## src/rtl/engine_pkg.sv

```systemverilog
// Shared widths, FIFO depths and thresholds for the engine pipeline RTL and its testbench
package engine_pkg;

    // ----------------------------------------------------------------------
    // Packet payload
    // ----------------------------------------------------------------------
    localparam int PAYLOAD_W = 32;

    // ----------------------------------------------------------------------
    // Packet FIFO sizing
    // ----------------------------------------------------------------------
    localparam int FIFO_DEPTH = 16;
    localparam int ADDR_W     = $clog2(FIFO_DEPTH);
    // Occupancy count runs from 0 to FIFO_DEPTH inclusive
    localparam int COUNT_W    = $clog2(FIFO_DEPTH + 1);

    // Register stages between the input FIFO and the output FIFO
    localparam int PIPELINE_STAGES = 2;

    // Output FIFO threshold that stops input pops.
    // Up to PIPELINE_STAGES + 3 packets are still on their way when it trips,
    // so keep it at or below FIFO_DEPTH - PIPELINE_STAGES - 3
    localparam int PROG_THRESH = 8;

endpackage : engine_pkg

```

## src/rtl/fifo_port_if.sv

```systemverilog
// Read side and status flags of one packet FIFO, shared between the FIFO and its lane
`timescale 1ns/100ps

interface fifo_port_if;
    import engine_pkg::*;

    // Pop request from the lane
    logic                 rd_en;

    // Registered read data and FIFO status
    logic [PAYLOAD_W-1:0] dout;
    logic                 valid;
    logic                 empty;
    logic                 full;
    logic                 prog_full;

    modport fifo_side (
        input  rd_en,
        output dout, valid, empty, full, prog_full
    );

    modport lane_side (
        output rd_en,
        input  dout, valid, empty, full, prog_full
    );

endinterface : fifo_port_if

```

## src/rtl/packet_fifo.sv

```systemverilog
// Synchronous packet FIFO with a registered read port, used for both FIFOs of a lane
`timescale 1ns/100ps

module packet_fifo (
    input  logic                            ap_clk,
    input  logic                            reset,
    input  logic                            wr_en,
    input  logic [engine_pkg::PAYLOAD_W-1:0] din,
    fifo_port_if.fifo_side                  port
);
    import engine_pkg::*;

    // ----------------------------------------------------------------------
    // Storage and pointers
    // ----------------------------------------------------------------------
    logic [PAYLOAD_W-1:0] mem [FIFO_DEPTH];
    logic [ADDR_W-1:0]    wr_ptr;
    logic [ADDR_W-1:0]    rd_ptr;
    logic [COUNT_W-1:0]   count;

    logic do_write;
    logic do_read;

    // Writes into a full FIFO are dropped
    assign do_write = wr_en & ~port.full;
    assign do_read  = port.rd_en & ~port.empty;

    // ----------------------------------------------------------------------
    // Status flags from the occupancy count
    // ----------------------------------------------------------------------
    assign port.empty     = (count == '0);
    assign port.full      = (count == COUNT_W'(FIFO_DEPTH));
    assign port.prog_full = (count >= COUNT_W'(PROG_THRESH));

    // Pointers, count and read valid
    always_ff @(posedge ap_clk) begin
        if (reset) begin
            wr_ptr     <= '0;
            rd_ptr     <= '0;
            count      <= '0;
            port.valid <= 1'b0;
        end else begin
            port.valid <= do_read;

            if (do_write) begin
                wr_ptr <= wr_ptr + 1'b1;
            end

            if (do_read) begin
                rd_ptr <= rd_ptr + 1'b1;
            end

            case ({do_write, do_read})
                2'b10: count <= count + 1'b1;
                2'b01: count <= count - 1'b1;
                default: count <= count;
            endcase
        end
    end

    // Buffer write
    always_ff @(posedge ap_clk) begin
        if (do_write) begin
            mem[wr_ptr] <= din;
        end
    end

    // Head goes out one cycle after the pop
    always_ff @(posedge ap_clk) begin
        if (do_read) begin
            port.dout <= mem[rd_ptr];
        end
    end

    // ----------------------------------------------------------------------
    // Handshake checks
    // ----------------------------------------------------------------------

    // Upstream must honour full, otherwise a packet is lost
    assert property (@(posedge ap_clk) disable iff (reset)
        wr_en |-> !port.full)
    else $error("packet_fifo: write while full, packet dropped");

    // The lane gates its pops with empty
    assert property (@(posedge ap_clk) disable iff (reset)
        port.rd_en |-> !port.empty)
    else $error("packet_fifo: read while empty");

endmodule : packet_fifo

```

## src/rtl/hyper_pipeline.sv

```systemverilog
// Fixed-depth register pipeline that delays a valid-qualified packet between the lane FIFOs
`timescale 1ns/100ps

module hyper_pipeline (
    input  logic                             ap_clk,
    input  logic                             reset,
    input  logic                             in_valid,
    input  logic [engine_pkg::PAYLOAD_W-1:0] in_payload,
    output logic                             out_valid,
    output logic [engine_pkg::PAYLOAD_W-1:0] out_payload
);
    import engine_pkg::*;

    logic                 valid_q   [PIPELINE_STAGES];
    logic [PAYLOAD_W-1:0] payload_q [PIPELINE_STAGES];

    // Valid chain, one packet may sit in every stage
    always_ff @(posedge ap_clk) begin
        if (reset) begin
            for (int i = 0; i < PIPELINE_STAGES; i++) begin
                valid_q[i] <= 1'b0;
            end
        end else begin
            valid_q[0] <= in_valid;
            for (int i = 1; i < PIPELINE_STAGES; i++) begin
                valid_q[i] <= valid_q[i-1];
            end
        end
    end

    // Payload chain
    always_ff @(posedge ap_clk) begin
        payload_q[0] <= in_payload;
        for (int i = 1; i < PIPELINE_STAGES; i++) begin
            payload_q[i] <= payload_q[i-1];
        end
    end

    assign out_valid   = valid_q[PIPELINE_STAGES-1];
    assign out_payload = payload_q[PIPELINE_STAGES-1];

endmodule : hyper_pipeline

```

## src/rtl/engine_lane.sv

```systemverilog
// One packet lane: input register, input FIFO, pipeline, output FIFO and output register
`timescale 1ns/100ps

module engine_lane (
    input  logic                             ap_clk,
    input  logic                             reset,
    input  logic                             response_valid,
    input  logic [engine_pkg::PAYLOAD_W-1:0] response_payload,
    input  logic                             response_pop_en,
    output logic                             response_full,
    output logic                             response_prog_full,
    input  logic                             request_pop_en,
    output logic                             request_valid,
    output logic [engine_pkg::PAYLOAD_W-1:0] request_payload,
    output logic                             lane_empty
);
    import engine_pkg::*;

    // ----------------------------------------------------------------------
    // Internal signals
    // ----------------------------------------------------------------------
    logic                 response_valid_q;
    logic [PAYLOAD_W-1:0] response_payload_q;
    logic                 response_pop_en_q;
    logic                 request_pop_en_q;

    logic                 pipe_valid;
    logic [PAYLOAD_W-1:0] pipe_payload;

    // Packets accepted at the input and not yet sent as requests
    logic [COUNT_W:0]     in_flight_q;

    fifo_port_if in_port ();
    fifo_port_if out_port ();

    // ----------------------------------------------------------------------
    // Input register
    // ----------------------------------------------------------------------
    always_ff @(posedge ap_clk) begin
        if (reset) begin
            response_valid_q  <= 1'b0;
            response_pop_en_q <= 1'b0;
            request_pop_en_q  <= 1'b0;
        end else begin
            response_valid_q  <= response_valid;
            response_pop_en_q <= response_pop_en;
            request_pop_en_q  <= request_pop_en;
        end
    end

    always_ff @(posedge ap_clk) begin
        response_payload_q <= response_payload;
    end

    // ----------------------------------------------------------------------
    // Input FIFO and pop gating
    // ----------------------------------------------------------------------
    // Hold pops while the output FIFO is over its threshold
    assign in_port.rd_en = ~in_port.empty & response_pop_en_q & ~out_port.prog_full;

    packet_fifo in_fifo (
        .ap_clk (ap_clk),
        .reset  (reset),
        .wr_en  (response_valid_q),
        .din    (response_payload_q),
        .port   (in_port.fifo_side)
    );

    hyper_pipeline pipe_u (
        .ap_clk      (ap_clk),
        .reset       (reset),
        .in_valid    (in_port.valid),
        .in_payload  (in_port.dout),
        .out_valid   (pipe_valid),
        .out_payload (pipe_payload)
    );

    // ----------------------------------------------------------------------
    // Output FIFO
    // ----------------------------------------------------------------------
    assign out_port.rd_en = ~out_port.empty & request_pop_en_q;

    packet_fifo out_fifo (
        .ap_clk (ap_clk),
        .reset  (reset),
        .wr_en  (pipe_valid),
        .din    (pipe_payload),
        .port   (out_port.fifo_side)
    );

    // Output register and status back to the sender
    always_ff @(posedge ap_clk) begin
        if (reset) begin
            request_valid      <= 1'b0;
            response_full      <= 1'b0;
            response_prog_full <= 1'b0;
        end else begin
            request_valid      <= out_port.valid;
            response_full      <= in_port.full;
            // Either FIFO over threshold means the lane is pushing back
            response_prog_full <= in_port.prog_full | out_port.prog_full;
        end
    end

    always_ff @(posedge ap_clk) begin
        request_payload <= out_port.dout;
    end

    assign lane_empty = in_port.empty & out_port.empty;

    // ----------------------------------------------------------------------
    // Lane accounting
    // ----------------------------------------------------------------------
    always_ff @(posedge ap_clk) begin
        if (reset) begin
            in_flight_q <= '0;
        end else begin
            case ({response_valid_q, request_valid})
                2'b10: in_flight_q <= in_flight_q + 1'b1;
                2'b01: in_flight_q <= in_flight_q - 1'b1;
                default: in_flight_q <= in_flight_q;
            endcase
        end
    end

    // Every request must match an earlier input write
    assert property (@(posedge ap_clk) disable iff (reset)
        request_valid |-> (in_flight_q != '0))
    else $error("engine_lane: request without a preceding write");

endmodule : engine_lane

```

## src/rtl/engine_pipeline.sv

```systemverilog
// Top level of the engine pipeline shell with the engine lane, the memory lane and done
`timescale 1ns/100ps

module engine_pipeline (
    input  logic                             ap_clk,
    input  logic                             areset_template_engine,

    // Engine lane
    input  logic                             response_engine_valid,
    input  logic [engine_pkg::PAYLOAD_W-1:0] response_engine_payload,
    input  logic                             response_engine_pop_en,
    output logic                             response_engine_full,
    output logic                             response_engine_prog_full,
    input  logic                             request_engine_pop_en,
    output logic                             request_engine_valid,
    output logic [engine_pkg::PAYLOAD_W-1:0] request_engine_payload,

    // Memory lane
    input  logic                             response_memory_valid,
    input  logic [engine_pkg::PAYLOAD_W-1:0] response_memory_payload,
    input  logic                             response_memory_pop_en,
    output logic                             response_memory_full,
    output logic                             response_memory_prog_full,
    input  logic                             request_memory_pop_en,
    output logic                             request_memory_valid,
    output logic [engine_pkg::PAYLOAD_W-1:0] request_memory_payload,

    output logic                             done_out
);

    // ----------------------------------------------------------------------
    // Internal reset
    // ----------------------------------------------------------------------
    logic reset_q;

    logic engine_lane_empty;
    logic memory_lane_empty;
    logic lanes_empty_q;

    // One more flop on the reset input, it drives every block below
    always_ff @(posedge ap_clk) begin
        reset_q <= areset_template_engine;
    end

    // ----------------------------------------------------------------------
    // Lanes
    // ----------------------------------------------------------------------
    engine_lane engine_lane_u (
        .ap_clk             (ap_clk),
        .reset              (reset_q),
        .response_valid     (response_engine_valid),
        .response_payload   (response_engine_payload),
        .response_pop_en    (response_engine_pop_en),
        .response_full      (response_engine_full),
        .response_prog_full (response_engine_prog_full),
        .request_pop_en     (request_engine_pop_en),
        .request_valid      (request_engine_valid),
        .request_payload    (request_engine_payload),
        .lane_empty         (engine_lane_empty)
    );

    engine_lane memory_lane_u (
        .ap_clk             (ap_clk),
        .reset              (reset_q),
        .response_valid     (response_memory_valid),
        .response_payload   (response_memory_payload),
        .response_pop_en    (response_memory_pop_en),
        .response_full      (response_memory_full),
        .response_prog_full (response_memory_prog_full),
        .request_pop_en     (request_memory_pop_en),
        .request_valid      (request_memory_valid),
        .request_payload    (request_memory_payload),
        .lane_empty         (memory_lane_empty)
    );

    // ----------------------------------------------------------------------
    // Done flag
    // ----------------------------------------------------------------------
    // All four FIFOs empty, two cycles late
    always_ff @(posedge ap_clk) begin
        if (reset_q) begin
            lanes_empty_q <= 1'b0;
            done_out      <= 1'b0;
        end else begin
            lanes_empty_q <= engine_lane_empty & memory_lane_empty;
            done_out      <= lanes_empty_q;
        end
    end

endmodule : engine_pipeline

```

## config.mk

```make
export PLATFORM = sky130hd
export DESIGN_NAME = engine_pipeline
export DESIGN_NICKNAME = d
export VERILOG_FILES = /design/src/rtl/engine_pkg.sv /design/src/rtl/fifo_port_if.sv /design/src/rtl/packet_fifo.sv /design/src/rtl/hyper_pipeline.sv /design/src/rtl/engine_lane.sv /design/src/rtl/engine_pipeline.sv
export SDC_FILE = /design/constraint.sdc
export NUM_CORES = 2
export LEC_CHECK = 0
export BUFFER_PORTS_ARGS = -buffer_cell sky130_fd_sc_hd__buf_2
export CORE_MARGIN = 2
export CORE_UTILIZATION = 67
export DETAILED_ROUTE_END_ITERATION = 16
export GPL_ROUTABILITY_DRIVEN = 0
export HOLD_SLACK_MARGIN = 0.03
export PLACE_DENSITY = 0.86
export SKIP_CTS_REPAIR_TIMING = 1
export SLEW_MARGIN = 10
export SYNTH_ARGS = -nofsm -noshare
export SYNTH_HDL_FRONTEND = slang
export SYNTH_SLANG_ARGS = --single-unit
```

## constraint.sdc

```tcl
create_clock -name ap_clk -period 9.5 [get_ports ap_clk]
set_input_delay 1.425 -clock ap_clk [delete_from_list [all_inputs] [get_ports ap_clk]]
set_output_delay 1.425 -clock ap_clk [all_outputs]
set_load 0.01 [all_outputs]
```

==> key figures <==
Drt
  • Detailed Route WL: 208000 um
  • Post-route DRC: 0
  • DR vias/cell: 6.82
  • Average wire per cell in the routed design: 30.4 um
  • Post-route ant nets: 0
  • DRT Pass-1 Iters: 6
  • Via count: 46800
  • DRT iter0 DRCs: 6575

Placed design
  • Inst Count DP: 6433
  • Port bufs: 142
  • Post-Place Cell Area: 0.0941 mm^2
  • Setup slack at placement: 5.65 ns
  • HPWL reported at the end of detailed placement: 101000 um

Die
  • Die Wd: 373 um
  • Die ar.: 0.139 mm^2
  • Starting Density: 0.674
  • Std cell rows: 135
  • Io pins: 143
  • Chip height: 373 um
  • Core area: 0.135 mm^2

Global route
  • Largest net degree at the start of global routing: 118
  • GRT Util Overall: 0.301
  • GRT overflow: 0
  • Initial antenna violation count: 14
  • Number of global-route vias before repair: 47900
  • First-pass GRT wire length: 309000 um

Clock network
  • Clock insertion delay at the later pin of the skew report: 0.85 ns
  • # H-tree levels: 4
  • Clock slew at reported path FFs: 0.06 ns
  • Clock sink count: 2507
  • CTS max path bufs: 3
  • TritonCTS buffer count: 227
  • Root buf cell: clkbuf_16
  • TritonCTS clock tree: yes

Logic synthesis
  • Seq cells post-synth: 2507
  • Sequential share of the synthesized area: 0.789
  • Synth area leader: edfxtp_1
  • Most instantiated cells after synthesis: edfxtp_1, mux2i_1, dfxtp_1
  • Cells after synthesis: 4649
  • Mapped cell area: 0.0912 mm^2
  • Number of synthesized flops with an enable pin: 2176
  • Synth warn: 0
  • Synth area leaders: edfxtp_1, dfxtp_1, mux4_2
  • Post-Syn Nets: 4761
  • Number of library cell types mapped by synthesis: 46
  • Ys async rst share: 0
  • Predominant post-synthesis flop cell: edfxtp_1
  • Syn avg cell area: 19.6 um^2
  • Yosys top cell area share: 0.717
  • Count leader, synth: edfxtp_1

Layout
  • Final core occ: 0.751
  • N_diodes: 0
  • Non-filler cells in the finished layout: 6863
  • Layout cells sized above 1: 0.209
  • FILL cells: 6656
  • Post-route cell area: 0.102 mm^2
  • NumNets Final: 4993
  • Synthesis-to-layout area growth: 11.4%

Power and ir drop
  • P_sw: 4.42 mW
  • Comb pwr share: 0.023
  • Clock power share: 0.417
  • Internal Power: 17.5 mW
  • Pwr dens: 216 mW/mm^2
  • LEAKAGE: 32.1 nW
  • Switching portion of total power: 0.202
  • Sequential power share: 0.560
  • Max VDD drop: 0.208 mV

Worst setup path
  • Critical Path End Type: flop
  • Worst Path Arrival: 4.58 ns
  • Crit path kind: reg -> reg
  • FF-to-FF End: memory_lane_u.in_fifo.count[4]
  • Reg2reg path depth: 10
  • R2R Setup Slk: 5.64 ns
  • Reg2reg start: memory_lane_u.out_fifo.count[3]
  • CP Max Fanout: 38
  • Startpoint types: flop
  • Crit path required time: 10.22 ns

Hold path
  • Worst Hold Depth: 0
  • WHS Endpoint: memory_lane_u.pipe_u.payload_q[0][59]
  • Worst min-delay path category: reg -> reg
  • Min-delay src: memory_lane_u.pipe_u.payload_q[0][27]

Timing
  • Slew headroom: 0.226
  • Max Fclk: 259 MHz
  • Worst-margin pin slew: 1.16 ns
  • Fin crit period: 3.86 ns
  • Fin worst setup slack: 5.64 ns
  • Crit share post-route: 0.407
  • Total Neg Setup Slack: 0 ns
  • Slew Limit Fails: 0
  • RSZ-0062 raised after global routing: no
  • Final Hold Viols: 0
  • Final Skew: 0.0304 ns
  • Final setup fails: 0

Job
  • Total of max-cap violations: 0

Run status
  • Outcome: finished clean
==> worst max-delay path: stages (launching register included) <==
cell,delay (ns)
dfxtp_1,0.33
nor2_1,0.33
o211a_2,0.99
ha_1,0.42
inv_1,0.12
fa_1,0.41
nor2b_1,0.20
o21ai_0,0.15
nand3_1,0.14
or3b_1,0.37
mux2_2,0.28
==> per-stage QoR <==
stage,hold slack [ns],power [mW]
floorplan,0.310,12.8
global placement,0.311,13.0
detailed placement,0.312,13.0
CTS,0.314,22.0
global route,0.328,22.4
finish,0.315,21.9
==> sequential cells by signal, indices dropped and copies added (netlist names), 64 cells and up <==
| signal | cells |
|---|---|
| engine_lane_u.in_fifo.mem | 512 |
| engine_lane_u.out_fifo.mem | 512 |
| engine_lane_u.pipe_u.payload_q | 64 |
| memory_lane_u.in_fifo.mem | 512 |
| memory_lane_u.out_fifo.mem | 512 |
| memory_lane_u.pipe_u.payload_q | 64 |
==> layout by cell type, fill, tap and decap left out, types with 23 or more instances in the layout <==
cell type and instances:
nand2_1 150, o21ai_0 260, clkinv_2 40, buf_2 142, ha_1 36, buf_4 100
mux2i_1 395, xor2_1 23, clkbuf_1 64, dfxtp_1 318, mux4_2 256, a22oi_1 128
nor2_4 48, a221oi_1 128, clkinv_1 31, edfxtp_1 2176, clkbuf_16 229, mux2_2 129
a21oi_1 150, nor2_1 62
==> layout make-up <==
cell class | count | area (um^2) | share of cell area
Clock buffer | 314 | 6260 | 0.0616
Clock inverter | 116 | 1210 | 0.0119
Inverter | 20 | 75.1 | 0.000739
Multi-Input combinational cell | 1881 | 18300 | 0.180
Sequential cell | 2507 | 72000 | 0.709
Tap cell | 1781 | 2230 | 0.0219
Timing Repair Buffer | 244 | 1500 | 0.0148
==> how the worst max path moves through the flow <==
stage / startpoint / end
after floorplan: memory_lane_u.out_fifo.count[0] / memory_lane_u.out_fifo.count[4]
after global placement: engine_lane_u.out_fifo.rd_ptr[0] / engine_lane_u.out_fifo.port.dout[6]
after detailed placement: engine_lane_u.out_fifo.rd_ptr[0] / engine_lane_u.out_fifo.port.dout[6]
after CTS: engine_lane_u.out_fifo.rd_ptr[0] / engine_lane_u.out_fifo.port.dout[6]
after global routing: engine_lane_u.out_fifo.rd_ptr[0] / engine_lane_u.out_fifo.port.dout[6]
final: memory_lane_u.out_fifo.count[3] / memory_lane_u.in_fifo.count[4]
==> routing by layer <==
| layer | GRT usage | share of wire | vias up |
|---|---|---|---|
| met4 | 0.113 | 0.037 | 8 |
| met3 | 0.0542 | 0.11 | 620 |
| li1 | - | - | 19100 |
| met2 | 0.486 | 0.49 | 3465 |
| met1 | 0.419 | 0.36 | 23600 |
| met5 | 0 | 0.00023 | - |
==> logic make-up (layout without fill, tap and decap cells) <==
logic type,after synthesis,in the layout,share of synthesized area
flops,2507,2507,0.789
simple gates,342,342,0.0163
compound gates,681,681,0.0467
fa+ha+maj,40,40,0.00582
mux,780,780,0.123
xor+xnor,38,38,0.00365
buf+inv,261,694,0.0156
==> power groups by stage <==
stage	clock (mW)	combinational [mW]	sequential [mW]
final	9.13	0.508	12.3
after global routing	9.61	0.539	12.3
after CTS	9.22	0.506	12.3
after detailed placement	0	0.492	12.5
after global placement	0	0.479	12.5
after floorplan	0	0.411	12.4
Power figures use the tool's default switching activity.
